<file path="src/hw/lspUpdate_params.svh">
`ifndef LSP_UPDATE_PARAMS_SVH
`define LSP_UPDATE_PARAMS_SVH

//////////////////////////////
// Scratch memory geometry
//////////////////////////////

// Word address width, 2048 words
`define LSP_ADDR_W 11
// One Q15 sample in the low half of each word
`define LSP_DATA_W 32
`define LSP_MEM_DEPTH 2048

//////////////////////////////
// G.729 LSP history layout
//////////////////////////////

// Words per LSF vector
`define LSP_M 10
// Previous frames kept for the MA predictor
`define LSP_MA_NP 4

`endif

</file>
<file path="src/hw/lspPkg.sv">
`default_nettype none
`include "lspUpdate_params.svh"

package lspPkg;

	//////////////////////////////
	// Memory port request
	//////////////////////////////

	// One request per cycle, host or engine
	typedef struct packed {
		logic [`LSP_ADDR_W-1:0] readAddr;
		logic [`LSP_ADDR_W-1:0] writeAddr;
		logic [`LSP_DATA_W-1:0] writeData;
		logic writeEn;
	} memReq_t;

	//////////////////////////////
	// Control encodings
	//////////////////////////////

	// History update FSM states
	typedef enum logic [3:0] {
		IDLE,
		FRAME_SETUP,
		READ,
		WRITE,
		NEXT,
		NEW_SETUP,
		NEW_READ,
		NEW_WRITE,
		FINISH
	} fsmState_e;

	// Address generator commands
	typedef enum logic [2:0] {
		AG_HOLD,
		AG_LOAD_SHIFT,
		AG_NEXT_FRAME,
		AG_LOAD_NEW,
		AG_STEP
	} agOp_e;

endpackage

`default_nettype wire

</file>
<file path="src/hw/lspPrevUpdateFsm.sv">
`default_nettype none
`include "lspUpdate_params.svh"

module lspPrevUpdateFsm
(
	input wire logic clk,
	input wire logic rst,
	// Job request, sampled in IDLE only
	input wire logic start,
	// Word read in the previous cycle
	input wire logic [`LSP_DATA_W-1:0] readData,
	// Addresses from the address generator
	input wire logic [`LSP_ADDR_W-1:0] srcAddr,
	input wire logic [`LSP_ADDR_W-1:0] dstAddr,
	input wire logic elemLast,
	input wire logic frameLast,
	output lspPkg::agOp_e agOp,
	output lspPkg::memReq_t engineReq,
	// One-cycle pulse at the end of the job
	output logic done
);

	//////////////////////////////
	// State register
	//////////////////////////////

	lspPkg::fsmState_e state;
	lspPkg::fsmState_e nextState;

	always_ff @(posedge clk)
	begin
		if (rst)
		begin
			state <= lspPkg::IDLE;
		end
		else
		begin
			state <= nextState;
		end
	end

	//////////////////////////////
	// Sequencing
	//////////////////////////////

	// Each copied word takes a READ and a WRITE cycle
	// Address generator holds during READ so WRITE sees the same pair
	always_comb
	begin
		nextState = state;
		agOp = lspPkg::AG_HOLD;
		case (state)
			lspPkg::IDLE:
			begin
				// Start while busy never reaches here
				if (start)
				begin
					nextState = lspPkg::FRAME_SETUP;
				end
			end
			lspPkg::FRAME_SETUP:
			begin
				// Point at frame 3, source frame 2
				agOp = lspPkg::AG_LOAD_SHIFT;
				nextState = lspPkg::READ;
			end
			lspPkg::READ:
			begin
				nextState = lspPkg::WRITE;
			end
			lspPkg::WRITE:
			begin
				if (elemLast)
				begin
					nextState = lspPkg::NEXT;
				end
				else
				begin
					agOp = lspPkg::AG_STEP;
					nextState = lspPkg::READ;
				end
			end
			lspPkg::NEXT:
			begin
				// Frame 1 done means the shift is finished
				if (frameLast)
				begin
					nextState = lspPkg::NEW_SETUP;
				end
				else
				begin
					agOp = lspPkg::AG_NEXT_FRAME;
					nextState = lspPkg::READ;
				end
			end
			lspPkg::NEW_SETUP:
			begin
				// New vector into frame 0
				agOp = lspPkg::AG_LOAD_NEW;
				nextState = lspPkg::NEW_READ;
			end
			lspPkg::NEW_READ:
			begin
				nextState = lspPkg::NEW_WRITE;
			end
			lspPkg::NEW_WRITE:
			begin
				if (elemLast)
				begin
					nextState = lspPkg::FINISH;
				end
				else
				begin
					agOp = lspPkg::AG_STEP;
					nextState = lspPkg::NEW_READ;
				end
			end
			lspPkg::FINISH:
			begin
				nextState = lspPkg::IDLE;
			end
			default:
			begin
				nextState = lspPkg::IDLE;
			end
		endcase
	end

	//////////////////////////////
	// Engine memory port
	//////////////////////////////

	// Read address always live, write only in the two write states
	always_comb
	begin
		engineReq.readAddr = srcAddr;
		engineReq.writeAddr = dstAddr;
		engineReq.writeData = readData;
		engineReq.writeEn = (state == lspPkg::WRITE) || (state == lspPkg::NEW_WRITE);
	end

	assign done = (state == lspPkg::FINISH);

endmodule

`default_nettype wire

</file>
<file path="config.mk">
export PLATFORM = sky130hd
export DESIGN_NAME = lspPrevUpdateFsm
export DESIGN_NICKNAME = d
export VERILOG_FILES = /design/src/hw/lspPkg.sv /design/src/hw/lspPrevUpdateFsm.sv
export VERILOG_INCLUDE_DIRS = /design/src /design/src/hw
export SDC_FILE = /design/constraint.sdc
export NUM_CORES = 1
export LEC_CHECK = 0
export BUFFER_PORTS_ARGS = -buffer_cell sky130_fd_sc_hd__buf_2
export CAP_MARGIN = 10
export CORE_MARGIN = 2
export CORE_UTILIZATION = 28
export DETAILED_ROUTE_END_ITERATION = 10
export MAX_ROUTING_LAYER = met4
export PLACE_DENSITY = 0.93
export SLEW_MARGIN = 20
export SYNTH_ARGS = -nofsm -noshare
export SYNTH_HDL_FRONTEND = slang
export SYNTH_SLANG_ARGS = --single-unit
</file>
<file path="constraint.sdc">
create_clock -name clk -period 3 [get_ports clk]
set_input_delay 0 -clock clk [delete_from_list [all_inputs] [get_ports clk]]
set_output_delay 0 -clock clk [all_outputs]
set_load 0.005 [all_outputs]
</file>
==> results.json, run 1 <==
{
  "status": "complete, no violations",
  "dieHeight_um": 51.3,
  "ys_warn_count": 0,
  "grt_setup_unrepaired": "false",
  "antenna_found_initial": 0,
  "hold_viol": 0,
  "synth_top_family_by_area": "buffers and inverters",
  "largest_registers": "state (4)",
  "insertion_delay_ns": 0.24,
  "core_area_um2": 2170,
  "tightest_slew_ns": 0.508,
  "grt_max_degree": 11,
  "start_util": 0.289,
  "dr.first_iter.drc_count": 13,
  "viasPerCell": 4.82,
  "setup_violations": 0,
  "muxShareOfSynthArea": 0,
  "cts_resized": 0,
  "fillerInstances": 256,
  "avgRoutedWirePerCell_um": 13.7,
  "final_nets": 100,
  "place_congestion": 0.917,
  "cts_sinks": 4,
  "p_leak_nw": 0.126,
  "drive_gt1_frac": 0.385,
  "synth_compound_area_frac": 0.0838,
  "drt_pre_antenna_iters": 4,
  "synth_top_area_frac": 0.659,
  "synth-simple-area-share": 0.106,
  "max_cap_viol_count": 0,
  "grt_pass1_vias": 322,
  "slew_viol_final": 0,
  "min_period_ns": 1.43,
  "synth-xor-area-share": 0,
  "clkTransAtPathRegs_ns": 0.04,
  "syn-instance-count": 81,
  "cts_tree": "done",
  "ir_drop_uv": 150,
  "htree_levels": 1,
  "ant_nets": 0,
  "track_usage": 0.0751,
  "max_stage_delay_ns": 0.43,
  "fin_crit_sh": 0.476,
  "die_area_um2": 2630,
  "synth_area_um2": 627,
  "wirelength_um": 916,
  "tns_ns": 0,
  "drc": 0,
  "grt-ovfl-total": 0,
  "port_buffers": 9,
  "pin_count": 118,
  "max_slew_margin": 0.657,
  "area_delta_synth_final_pct": -47.9,
  "critPathKind": "flip-flop to output pin",
  "fin_worst_skew_ns": 0.0102,
  "fmax_mhz": 701,
  "hpwlAfterDp_um": 657,
  "synth.area.top_cells": "buf_4 66%, dfxtp_1 13%, a2111oi_0 2.8%, nor3_1 2.4%, inv_1 1.8%",
  "via_count": 323,
  "largest_register_ffs": 4,
  "synth.largest_area_cell": "buf_4",
  "worstHoldPathType": "input pin to output pin",
  "top_register": "state",
  "worstPathRequired_ns": 3.00,
  "worstPathArrival_ns": 1.43,
  "die_x_um": 51.3,
  "end_kind": "output pin",
  "cts_buffers": 3,
  "cts_root_buffer": "clkbuf_4",
  "multiInputGateArea_um2": 119,
  "diodes": 0,
  "yosys.area_share.adder": 0,
  "post-place-ws_ns": 1.83,
  "cts_buffer_depth": 2,
  "ys_seq_elements": 4,
  "yosysSeqAreaShare": 0.128,
  "regArea_um2": 80.1,
  "syn-num-nets": 140,
  "cellPowerDensity_nw_per_um2": 459,
  "crit_slowest_cell": "dfxtp_1",
  "setup_ws_ns": 1.57,
  "avgSynthCellArea_um2": 7.74,
  "grt_pass1_wl_mm": 1.37,
  "crit_path_cell_trace": "inv_2 -> or3_4 -> nor2_1 -> buf_2",
  "synth_cell_types": 17,
  "num_rows": 17,
  "cp-start-kind": "flip-flop",
  "cp_max_fo": 6
}
-- per-layer routing --
| metal | global-route usage | share of wire | vias to the layer above |
|---|---|---|---|
| li1 | - | - | 128 |
| met5 | - | 0 | - |
| met1 | 0.0549 | 0.28 | 136 |
| met2 | 0.0866 | 0.41 | 37 |
| met3 | 0.0468 | 0.17 | 22 |
| met4 | 0.145 | 0.14 | 0 |
-- synthesized netlist by cell type (all sizes together) --
library cell,n
nor3,4
nor2,2
buf,55
a21oi,1
a2111oi,2
nor2b,1
nand2,2
or3,1
o41ai,1
o21ai,1
a211oi,1
nor4b,1
a311oi,1
dfxtp,4
inv,4
-- cells by family (layout without fill, tap and decap cells) --
family | count (synthesis) | after routing
compound gates | 7 | 7
buf+inv | 59 | 17
flops | 4 | 4
simple gates | 11 | 11
-- layout make-up --
type,count,area share
well taps,28,0.107
clock buffers,3,0.0690
flip-flops and latches,4,0.245
inverters,4,0.0460
repair buffers,10,0.169
multi-input cells,18,0.364
-- path summary, 6_finish.rpt --
path,from,end,slack (ns),cells after the start
max,state[0]$_SDFFE_PP0P_,agOp[2],1.57,4
min,readData[15],engineReq[16],0.000002,0
max reg2reg,state[0]$_SDFFE_PP0P_,state[2]$_SDFFE_PP0P_,1.82,2
min reg2reg,state[2]$_SDFFE_PP0P_,state[3]$_SDFFE_PP0P_,0.51,2
-- worst max-delay path, delay by kind of cell, from the launching register on --
family                 cells  cell delay (ns)
AND/OR/NAND/NOR            2             0.53
flip-flops                 1             0.43
buffers and inverters      2             0.22
-- power breakdown --
| part | internal, mW | switching, mW | total (mW) | leakage [nW] |
|---|---|---|---|---|
| combinational | 0.00876 | 0.00927 | 0.0180 | 0.0800 |
| sequential | 0.0562 | 0.00528 | 0.0614 | 0.0326 |
| clock | 0.0450 | 0.0254 | 0.0704 | 0.0138 |
-- timing repair --
action / 4_1_cts / 5_1_grt
hold buffers: 1 / 0
hold endpoints to repair: 1 / 0
buffers inserted: 0 / 0
endpoints found under the setup margin: 0 / 0
-- metrics by stage --
stage	utilization	cell area, um^2	hold slack (ns)	power [mW]	cells
2_1_floorplan	-	627	0.0311	0.130	81
3_3_place_gp	0.136	294	0.0000346	0.0780	63
3_5_place_dp	0.136	294	0.0000346	0.0790	63
4_1_cts	0.151	327	0.0000346	0.152	67
5_1_grt	0.151	327	0.00000795	0.158	67
6_report	0.151	327	0.00000226	0.150	67
-- placed cells by master (no fill, tap or decap) --
cell,count
buf_2,9
a21oi_1,1
dfxtp_1,4
a2111oi_0,2
dlygate4sd3_1,1
nor4b_1,1
clkbuf_4,3
inv_1,3
or3_4,1
nor2b_1,1
a211oi_1,1
nand2_1,2
o41ai_1,1
nor2_1,2
o21ai_0,1
nor3_1,3
a311oi_1,1
inv_2,1
nor3_2,1
Note: power is estimated with default switching activity, not from simulation.
==> run 2, diff against run 1 <==
- CORE_UTILIZATION: 28 -> 23
- PLACE_DENSITY: 0.93 -> 0.82
- clock period: 3 -> 1.3 ns (I/O delays scaled with it)
==> run 2 against run 1 <==
  * Count of clock-buffer cells in the layout is the same
  * Clock power grew 110%
  * Sequential power grew 130%
  * Register-to-register slack lost 1.7 ns
  * Clock skew shrank 0.0076 ns
  * Global-route usage shrank 1.2 points
  * Hold slack is essentially flat
  * Critical path type unchanged
==> results.json, run 2 (same netlist as run 1, synthesis figures left out) <==
{
  "status": "complete, no violations",
  "place_congestion": 0.692,
  "cts_root_buffer": "clkbuf_4",
  "power_uw": 347,
  "hpwlAfterDp_um": 822,
  "place_inst": 66,
  "hold_viol": 0,
  "dr.first_iter.drc_count": 7,
  "p_leak_nw": 0.141,
  "largest_registers": "state (4)",
  "critPathKind": "flip-flop to output pin",
  "slew_viol_final": 0,
  "grt-ovfl-total": 0,
  "fin_crit_sh": 0.951,
  "tns_ns": 0,
  "highest_layer": "met4",
  "dieHeight_um": 56.2,
  "die_x_um": 56.2,
  "fmax_mhz": 809,
  "antenna_found_initial": 0,
  "wl_met1_um": 280,
  "fin_worst_skew_ns": 0.00263,
  "drive_gt1_frac": 0.561,
  "grt_pass1_vias": 284,
  "cts_sinks": 4,
  "pin_count": 118,
  "worstPathRequired_ns": 1.30,
  "final_core_util": 0.151,
  "cts_buffer_depth": 2,
  "max_cap_viol_count": 0,
  "largest_register_ffs": 4,
  "htree_levels": 1,
  "core_area_um2": 2520,
  "r2r_cells": 4,
  "cellPowerDensity_nw_per_um2": 912,
  "insertion_delay_ns": 0.23,
  "num_rows": 18,
  "setup_violations": 0,
  "wl_met3_um": 247,
  "ir_drop_uv": 270,
  "layout_common_cells": "9 x buf_2, 3 x nor3_1, 3 x clkbuf_4",
  "r2r_slack_ns": 0.12,
  "cts_buffers": 3,
  "cp_max_fo": 8,
  "min_period_ns": 1.24,
  "via_count": 338,
  "dr_wl_met2_um": 520,
  "grt_setup_unrepaired": "true",
  "cp-start-kind": "flip-flop",
  "hold_path_depth": 0,
  "final_cells": 71,
  "ant_nets": 0,
  "drt_pre_antenna_iters": 4,
  "final_nets": 102,
  "grt_max_degree": 11,
  "port_buffers": 9,
  "drc": 0,
  "start_util": 0.249,
  "worstPathArrival_ns": 1.24,
  "clkTransAtPathRegs_ns": 0.03,
  "top_register": "state",
  "wirelength_mm": 1.12,
  "end_kind": "output pin",
  "cts_tree": "done",
  "layout_commonest_cell": "buf_2",
  "diodes": 0,
  "max_slew_margin": 0.626,
  "die_area_um2": 3160,
  "fillerInstances": 293,
  "viasPerCell": 4.76,
  "area_delta_synth_final_pct": -39.3,
  "grt_pass1_wl_mm": 1.45,
  "tightest_slew_ns": 0.554,
  "worstHoldPathType": "input pin to output pin",
  "whs_ns": 0.00000224,
  "avgRoutedWirePerCell_um": 15.7,
  "track_usage": 0.0636
}
==> run 2: report_power, final <==
| group | switching, mW | internal [mW] |
|---|---|---|
| registers | 0.0114 | 0.130 |
| clock network | 0.0482 | 0.103 |
| logic | 0.0290 | 0.0249 |
| total | 0.0886 | 0.258 |
==> run 2: layer usage <==
layer / vias up / track usage
met5: - / -
met4: 0 / 0.0782
met1: 142 / 0.0387
met2: 52 / 0.0824
met3: 14 / 0.0698
li1: 130 / -
==> run 2: critical path, cell delays in order (launching register included) <==
cell	delay (ns)
dfxtp_4	0.37
inv_2	0.04
or3_4	0.40
nor2_2	0.08
buf_2	0.11
==> run 2: final cells by class <==
cell class                 instances  area [um^2]  area share
multi-input combinational         18          148       0.388
sequential                         4         87.6       0.230
timing repair buffer              12         70.1       0.184
tap                               30         37.5      0.0987
clock buffer                       3         22.5      0.0592
inverter                           4         15.0      0.0395
==> run 2: worst paths after layout <==
| check | start | end |
|---|---|---|
| setup reg to reg | state[2]$_SDFFE_PP0P_ | state[2]$_SDFFE_PP0P_ |
| hold reg to reg | state[0]$_SDFFE_PP0P_ | state[0]$_SDFFE_PP0P_ |
| setup / recovery | state[1]$_SDFFE_PP0P_ | agOp[2] |
| hold / removal | dstAddr[6] | engineReq[39] |
==> run 2: metrics by stage <==
stage	area, um^2	setup slack, ns
2_1_floorplan	627	0.222
3_3_place_gp	304	0.203
3_5_place_dp	304	0.168
4_1_cts	340	0.0211
5_1_grt	380	-0.00321
6_report	380	0.0640
==> run 2: repair_timing <==
item | CTS | global route
resized for setup | 3 | 8
pin swaps | 0 | 1
buffers inserted | 0 | 1
hold endpoints to repair | 1 | 0
hold buffers | 1 | 0
endpoints found under the setup margin | 3 | 3
