`src/hw/lspUpdate_params.svh`:
```
`ifndef LSP_UPDATE_PARAMS_SVH
`define LSP_UPDATE_PARAMS_SVH

//////////////////////////////
// Scratch memory geometry
//////////////////////////////

// Word address width, 2048 words
`define LSP_ADDR_W 11
// One Q15 sample in the low half of each word
`define LSP_DATA_W 32
`define LSP_MEM_DEPTH 2048

//////////////////////////////
// G.729 LSP history layout
//////////////////////////////

// Words per LSF vector
`define LSP_M 10
// Previous frames kept for the MA predictor
`define LSP_MA_NP 4

`endif

```
`src/hw/lspPkg.sv`:
```
`default_nettype none
`include "lspUpdate_params.svh"

package lspPkg;

	//////////////////////////////
	// Memory port request
	//////////////////////////////

	// One request per cycle, host or engine
	typedef struct packed {
		logic [`LSP_ADDR_W-1:0] readAddr;
		logic [`LSP_ADDR_W-1:0] writeAddr;
		logic [`LSP_DATA_W-1:0] writeData;
		logic writeEn;
	} memReq_t;

	//////////////////////////////
	// Control encodings
	//////////////////////////////

	// History update FSM states
	typedef enum logic [3:0] {
		IDLE,
		FRAME_SETUP,
		READ,
		WRITE,
		NEXT,
		NEW_SETUP,
		NEW_READ,
		NEW_WRITE,
		FINISH
	} fsmState_e;

	// Address generator commands
	typedef enum logic [2:0] {
		AG_HOLD,
		AG_LOAD_SHIFT,
		AG_NEXT_FRAME,
		AG_LOAD_NEW,
		AG_STEP
	} agOp_e;

endpackage

`default_nettype wire

```
`src/hw/lspAddrGen.sv`:
```
`default_nettype none
`include "lspUpdate_params.svh"

module lspAddrGen
(
	input wire logic clk,
	input wire logic rst,
	input wire lspPkg::agOp_e agOp,
	// Base of the new quantized vector
	input wire logic [`LSP_ADDR_W-1:0] lspEleAddr,
	// Base of history frame 0
	input wire logic [`LSP_ADDR_W-1:0] freqPrevAddr,
	output logic [`LSP_ADDR_W-1:0] srcAddr,
	output logic [`LSP_ADDR_W-1:0] dstAddr,
	output logic elemLast,
	output logic frameLast
);

	//////////////////////////////
	// Geometry constants
	//////////////////////////////

	localparam int ELEM_W = $clog2(`LSP_M);
	localparam int FRAME_W = $clog2(`LSP_MA_NP);

	// One frame in address units
	localparam logic [`LSP_ADDR_W-1:0] FRAME_WORDS = `LSP_ADDR_W'(`LSP_M);
	// Offset of the oldest kept frame
	localparam logic [`LSP_ADDR_W-1:0] TOP_OFFSET =
		`LSP_ADDR_W'((`LSP_MA_NP - 1) * `LSP_M);
	localparam logic [ELEM_W-1:0] ELEM_END = ELEM_W'(`LSP_M - 1);
	localparam logic [FRAME_W-1:0] FRAME_TOP = FRAME_W'(`LSP_MA_NP - 1);
	// Last shift target is frame 1
	// Frame 0 takes the new vector instead
	localparam logic [FRAME_W-1:0] FRAME_END = FRAME_W'(1);

	//////////////////////////////
	// Pointer and counter state
	//////////////////////////////

	logic [`LSP_ADDR_W-1:0] dstBase;
	logic [`LSP_ADDR_W-1:0] srcBase;
	logic [ELEM_W-1:0] elemCnt;
	// Index of the destination frame
	logic [FRAME_W-1:0] frameCnt;
	// High while shifting history and low during the new-vector copy
	logic shiftMode;

	// Frame bases for the copy in progress
	always_ff @(posedge clk)
	begin
		case (agOp)
			lspPkg::AG_LOAD_SHIFT: dstBase <= freqPrevAddr + TOP_OFFSET;
			lspPkg::AG_NEXT_FRAME: dstBase <= dstBase - FRAME_WORDS;
			lspPkg::AG_LOAD_NEW:
			begin
				srcBase <= lspEleAddr;
				dstBase <= freqPrevAddr;
			end
			default: ;
		endcase
	end

	// Counters and mode
	always_ff @(posedge clk)
	begin
		if (rst)
		begin
			elemCnt <= '0;
			frameCnt <= '0;
			shiftMode <= 1'b0;
		end
		else
		begin
			case (agOp)
				lspPkg::AG_LOAD_SHIFT:
				begin
					elemCnt <= '0;
					frameCnt <= FRAME_TOP;
					shiftMode <= 1'b1;
				end
				lspPkg::AG_NEXT_FRAME:
				begin
					elemCnt <= '0;
					frameCnt <= frameCnt - 1'b1;
				end
				lspPkg::AG_LOAD_NEW:
				begin
					elemCnt <= '0;
					shiftMode <= 1'b0;
				end
				lspPkg::AG_STEP: elemCnt <= elemCnt + 1'b1;
				default: ;
			endcase
		end
	end

	//////////////////////////////
	// Address outputs
	//////////////////////////////

	logic [`LSP_ADDR_W-1:0] elemOffset;

	always_comb
	begin
		elemOffset = `LSP_ADDR_W'(elemCnt);
		dstAddr = dstBase + elemOffset;
		// Shift reads the frame just below the destination
		if (shiftMode)
		begin
			srcAddr = dstBase - FRAME_WORDS + elemOffset;
		end
		else
		begin
			srcAddr = srcBase + elemOffset;
		end
		elemLast = (elemCnt == ELEM_END);
		frameLast = (frameCnt == FRAME_END);
	end

endmodule

`default_nettype wire

```
`config.mk`:
```
export PLATFORM = sky130hd
export DESIGN_NAME = lspAddrGen
export DESIGN_NICKNAME = d
export VERILOG_FILES = /design/src/hw/lspPkg.sv /design/src/hw/lspAddrGen.sv
export VERILOG_INCLUDE_DIRS = /design/src /design/src/hw
export SDC_FILE = /design/constraint.sdc
export NUM_CORES = 1
export LEC_CHECK = 0
export ABC_AREA = 1
export BUFFER_PORTS_ARGS = -buffer_cell sky130_fd_sc_hd__buf_4
export CAP_MARGIN = 5
export CORE_ASPECT_RATIO = 2
export CORE_MARGIN = 1.5
export CORE_UTILIZATION = 55
export DETAILED_ROUTE_END_ITERATION = 10
export PLACE_DENSITY = 0.81
export SLEW_MARGIN = 30
export SYNTH_ARGS = -nofsm -noshare
export SYNTH_HDL_FRONTEND = slang
export SYNTH_SLANG_ARGS = --single-unit
```
`constraint.sdc`:
```
create_clock -name clk -period 4.42 [get_ports clk]
set_input_delay 0.884 -clock clk [delete_from_list [all_inputs] [get_ports clk]]
set_output_delay 0.884 -clock clk [all_outputs]
set_load 0.02 [all_outputs]
```
==> results.tsv, run 1 <==
metric	value	unit
Syn Inst Count	294	
Die ar.	0.004695	mm²
RR Endpoint	dstBase[7]	
post-synth cell types	38	
Synth Area in XOR/XNOR	0.05967	
reg2reg setup slack	2.68	ns
placed insts	393	
Post-CTS Resized	0	
largest net degree at the start of global routing	21	
crit path buf inv count	2	
clock buffer depth	2	
combinational power share	0.287	
starting density of the core	0.5745	
unrepaired setup endpoints after global routing	false	
synth top area cells	edfxtp_1 (28%), nand2_1 (12%), ha_1 (6.9%)	
Crit. path cell count	13	
Core Util, Final	0.6948	
maxcap violations	0	
worst r2r path cells	9	
leak pwr	1.305	nW
Crit Path Category	flip-flop to output pin	
multiplexer share of the synthesized area	0	
Pwr Total	783.2	µW
CTS Buf Count	5	
Ant. Diodes	0	
Final Setup Violations	0	
Tightest Hold Check Type	flip-flop to flip-flop	
cell with the most instances after synthesis	nand2_1	
clk_skew	0.006714	ns
Final period util	0.8104	
Critical Path Sink	srcAddr[10]	
TNS Setup	0	ns
overall routing resource usage	0.2526	
Place WS	1.182	ns
WHS	0.4624	ns
Post-DP Area	0.002750	mm²
Mean Syn Cell Area	7.988	µm²
first-pass GRT wire length	8.928	mm
final non-filler cell area	0.002840	mm²
width of the chip	49.21	µm
core area	0.004088	mm²
die height	95.41	µm
setup bufs post-CTS	0	
area share of and/or/nand/nor cells after synthesis	0.3330	
residual DRC count	0	
R2R Path Start	dstBase[1]	
sequential share of the synthesized area	0.3410	
crit path DAT	2.70	ns
GPL Wtd Cong	0.8609	
Worst VDD drop	223.8	µV
cell area after synthesis	0.002349	mm²
grt ovf	0	
IO Pins	51	
CP cell instances	inv_1 -> nand2_1 -> nand2_1 -> ha_1 -> fa_1 -> nand3_1 -> nand3_1 -> nand3_4 -> nor2_1 -> nand3_1 -> nand2_1 -> nand2_1 -> buf_4	
Critical Path RT	3.54	ns
Yosys top cell area share	0.2813	
fmax	0.2792	GHz
Rel. slew slack	0.3818	
min cycle time layout	3.582	ns
IO buf count	50	
adder-cell area share of the yosys netlist	0.08631	
vias per cell	5.539	
Wirelength per Cell	13.87	µm
layout cells sized above 1	0.2693	
vias in the first global route	2046	
Sw Share	0.3223	
synth cell count leaders	nand2_1 (75), inv_1 (31), nand3_1 (29)	
root buffer cell	clkbuf_8	
clock sink count	29	
Post-synth EDFFs	22	
Crit Path Max Fanout	15	
Pwr per Cell Area	275.8	mW/mm²
Top FF cell, synth	edfxtp_1	
antenna violations before repair	0	
number of hold buffers added after CTS	0	
Psw	252.4	µW
CP max stage cell	dfxtp_1	
row count	33	
share of power burned in registers	0.426	
vias post-DR	2221	
P_int	530.8	µW
Clock Pin Slew Worst Setup and Hold Paths	0.06	ns
measured slew at the worst slew-check pin	0.9263	ns
Max stage delay on crit path	0.62	ns
post-synthesis register bit count	29	
Worst path top cell family by delay	simple AND/OR/NAND/NOR gates	
DP HPWL	4.447	mm
Critical Path Start Type	flip-flop	
worst setup path start	shiftMode	
Synth Area in Compound Gates	0.1018	
largest family of logic cells by synthesized area	simple AND/OR/NAND/NOR gates	
status	completed	
crit path capture type	output pin	
M3 GR Usage	0.04232	
fin cells	401	
grt met2 use	0.5056	
top cell type by total area after synthesis	edfxtp_1	
Skew-Pair Late Insertion Delay	0.28	ns
area grow syn2layout	20.94	%
Final Hold Violating Endpoints	0	
met1 usage	0.2281	
Clk pwr share	0.287	
H-Tree Depth	2	
synth warn	0	
Most common cell on crit path	nand2_1	
global route hottest layer	met2	
drt first pass iters	6	
WL final	5.563	mm
Final Slew Violations	0	
FFs w/ async S/R, synth	0	
worst setup margin	0.8380	ns
post-route ant nets	0	
Total Nets Final	390	
Mapped Nets	336	
Iter 0 DRT Violations	54	
CTS tree	built	
[placed cells by master, fill, tap and decap left out, types with 2 or more instances in the layout]
master and count:
dfxtp_1 7, fa_1 2, nor3_1 2, edfxtp_1 22, o21ai_1 3, nand2_1 75, nor2_2 5, a21oi_1 13
o21ai_0 7, nand3_1 29, buf_4 50, o221ai_1 3, nand4_1 5, ha_1 13, inv_1 31, clkbuf_8 6
xnor2_1 5, nor2_4 3, or2_2 5, xor2_1 11, clkbuf_1 2, o211ai_1 4, nand2_2 6, nand3_2 5
nand2_4 2, inv_2 6, nor2_1 15
[state kept, by name, summed over array words and instances (netlist names)]
name,cells
srcBase,11
frameCnt,2
dstBase,11
elemCnt,4
shiftMode,1
[per-layer routing]
layer,vias to the layer above,wire [µm]
li1,1099,-
met1,1032,1844
met2,69,3306
met3,21,191
met4,0,221
met5,-,0
[cells by family (layout without fill, tap and decap cells)]
logic type | count (synthesis) | count (layout)
and+or+nand+nor | 156 | 156
buffers and inverters | 41 | 96
xor gates and xnor gates | 16 | 16
adders and majority gates | 15 | 15
AOI/OAI and AO/OA | 37 | 37
DFF | 29 | 29
[worst reg2reg max path, cell delays in order, from the launching register on]
cell and delay [ns]:
edfxtp_1 0.50, inv_2 0.15, ha_1 0.19, inv_1 0.06
nand2_1 0.09, nand2_2 0.07, o21ai_1 0.11, nand2_1 0.10
nand2_1 0.09, o311ai_0 0.11
[power by group through the flow]
stage | logic (mW) | registers, mW | clock network [mW]
finish | 0.225 | 0.334 | 0.225
global placement | 0.220 | 0.338 | 0
detailed placement | 0.224 | 0.339 | 0
global route | 0.246 | 0.336 | 0.237
floorplan | 0.151 | 0.331 | 0
CTS | 0.225 | 0.333 | 0.224
[worst min path at each step]
| stage | end | cells past startpoint | slack (ns) | startpoint |
|---|---|---|---|---|
| finish | frameCnt[0] | 1 | 0.46 | frameCnt[0] |
| global route | frameCnt[0] | 1 | 0.51 | frameCnt[0] |
| CTS | frameCnt[0] | 1 | 0.47 | frameCnt[0] |
| detailed placement | frameCnt[0] | 1 | 0.46 | frameCnt[0] |
| global placement | frameCnt[0] | 1 | 0.45 | frameCnt[0] |
| floorplan | frameCnt[0] | 1 | 0.43 | frameCnt[0] |
[cell type report]
| class | count | area, µm² |
|---|---|---|
| multi-input combinational | 224 | 1364 |
| fill | 374 | 1247 |
| sequential | 29 | 800.8 |
| timing repair buffer | 50 | 375.4 |
| inverter | 38 | 145.1 |
| clock buffer | 8 | 90.09 |
| tap | 52 | 65.06 |
Power figures use the tool's default switching activity.
==> run 2, diff against run 1 <==
Clock period 4.42 ns to 3.47 ns, I/O delays scaled along.
==> run 2 against run 1 <==
Non-clock buffer count rose by 2. Critical path depth up 1. Cell count up 0.50%. Flip-flop and latch count unchanged. Sequential power rose by 27%. Worst setup slack worse by 0.57 ns. Core utilization grew 0.40 points.
==> results.tsv, run 2 (synthesis results as in run 1) <==
metric	value	unit
vias in the first global route	2108	
GPL Wtd Cong	0.8608	
die height	95.41	µm
width of the chip	49.21	µm
Regs by FF count	dstBase: 11 flops, srcBase: 11 flops, elemCnt: 4 flops	
crit path DAT	2.51	ns
Max stage delay on crit path	0.44	ns
final non-filler cell area	0.002856	mm²
fmax	0.3125	GHz
vias per cell	5.494	
crit path buf inv count	2	
grt ovf	0	
most frequent cells in the layout	nand2_1 (75), buf_4 (52), inv_1 (31), nand3_1 (29), edfxtp_1 (22)	
status	completed	
Critical Path RT	2.78	ns
root buffer cell	clkbuf_8	
Final Hold Violating Endpoints	0	
CP max stage cell	edfxtp_1	
area grow syn2layout	21.63	%
WL final	5.699	mm
most common cell after layout, fill and taps aside	nand2_1	
Ant. Diodes	0	
layout cells sized above 1	0.2764	
CP cell instances	inv_2 -> ha_1 -> o21ai_0 -> ha_1 -> a21oi_1 -> nand2_1 -> nand2_1 -> nand2_1 -> nand3_2 -> nor2_4 -> nand3_1 -> nand2_1 -> nand2_1 -> buf_4	
Fillers	364	
DP HPWL	4.460	mm
H-Tree Depth	2	
leak pwr	1.315	nW
crit path capture type	output pin	
IO buf count	50	
TNS Setup	0	ns
Worst path top cell family by delay	adder cells	
Worst VDD drop	370.6	µV
drt first pass iters	4	
Critical Path Start Type	flip-flop	
Skew-Pair Late Insertion Delay	0.28	ns
Iter 0 DRT Violations	54	
row count	33	
clk_skew	0.007453	ns
clock sink count	29	
placed insts	393	
maxcap violations	0	
residual DRC count	0	
vias post-DR	2214	
Tightest Hold Check Type	flip-flop to flip-flop	
Clock Pin Slew Worst Setup and Hold Paths	0.06	ns
unrepaired setup endpoints after global routing	false	
Final period util	0.9221	
fin cells	403	
IO Pins	51	
Post-DP Area	0.002750	mm²
overall routing resource usage	0.2595	
clock buffer depth	2	
Wirelength per Cell	14.14	µm
Die ar.	0.004695	mm²
Crit Path Category	flip-flop to output pin	
CTS tree	built	
Rel. slew slack	0.3789	
CTS Buf Count	5	
Total Nets Final	392	
min cycle time layout	3.200	ns
first-pass GRT wire length	9.225	mm
Final Setup Violations	0	
measured slew at the worst slew-check pin	0.9307	ns
Pwr Total	1.001	mW
post-route ant nets	0	
core area	0.004088	mm²
Final Slew Violations	0	
Crit Path Max Fanout	4	
starting density of the core	0.5745	
antenna violations before repair	0	
Pwr per Cell Area	350.3	mW/mm²
Most common cell on crit path	nand2_1	
largest net degree at the start of global routing	21	
run 2: cell types whose count changed in the layout (fill, tap and decap cells not counted), sizes merged:
| cell | change |
|---|---|
| buf | +2 |
run 2: layer usage:
| layer | global-route usage | routed length, µm | vias to the layer above |
|---|---|---|---|
| met4 | 0.1667 | 256 | 0 |
| met2 | 0.5191 | 3369 | 65 |
| li1 | - | - | 1102 |
| met1 | 0.2382 | 1903 | 1025 |
| met5 | 0 | 0 | - |
| met3 | 0.02665 | 170 | 22 |
run 2: report_power, final:
part           internal (mW)  switching, mW  total [mW]
clock network          0.161          0.123       0.284
registers              0.401         0.0237       0.424
logic                  0.117          0.176       0.292
run 2: timing repair:
| action | in CTS | in global routing |
|---|---|---|
| buffers inserted | 0 | 2 |
| hold buffers | 0 | 0 |
| setup endpoints to repair | 0 | 6 |
| gates resized for setup | 0 | 2 |
run 2: per-stage QoR:
step / hold slack (ns) / worst slack [ns] / utilization
6_report: 0.4631 / 0.2703 / 0.6988
3_3_place_gp: 0.4535 / 0.4886 / 0.6728
5_1_grt: 0.5057 / 0.05275 / 0.6988
3_5_place_dp: 0.4619 / 0.4047 / 0.6728
4_1_cts: 0.4691 / 0.07932 / 0.6948
2_1_floorplan: 0.4283 / 0.7551 / -
run 2: cell type report:
cell class | count | area (µm²) | share of cell area
clock buffers | 8 | 90.09 | 0.03154
multi-input cells | 224 | 1364 | 0.4774
well taps | 52 | 65.06 | 0.02278
repair buffers | 52 | 390.4 | 0.1367
inverters | 38 | 145.1 | 0.05081
flip-flops and latches | 29 | 802.0 | 0.2808
run 2: path summary, 6_finish.rpt:
path / from / to / slack (ns) / cells after the start
worst max-delay path: dstBase[1] / srcAddr[9] / 0.27 / 14
worst min-delay path: frameCnt[0] / frameCnt[0] / 0.46 / 1
worst max register to register: dstBase[1] / dstBase[7] / 1.75 / 9
worst min register to register: frameCnt[0] / frameCnt[0] / 0.46 / 1
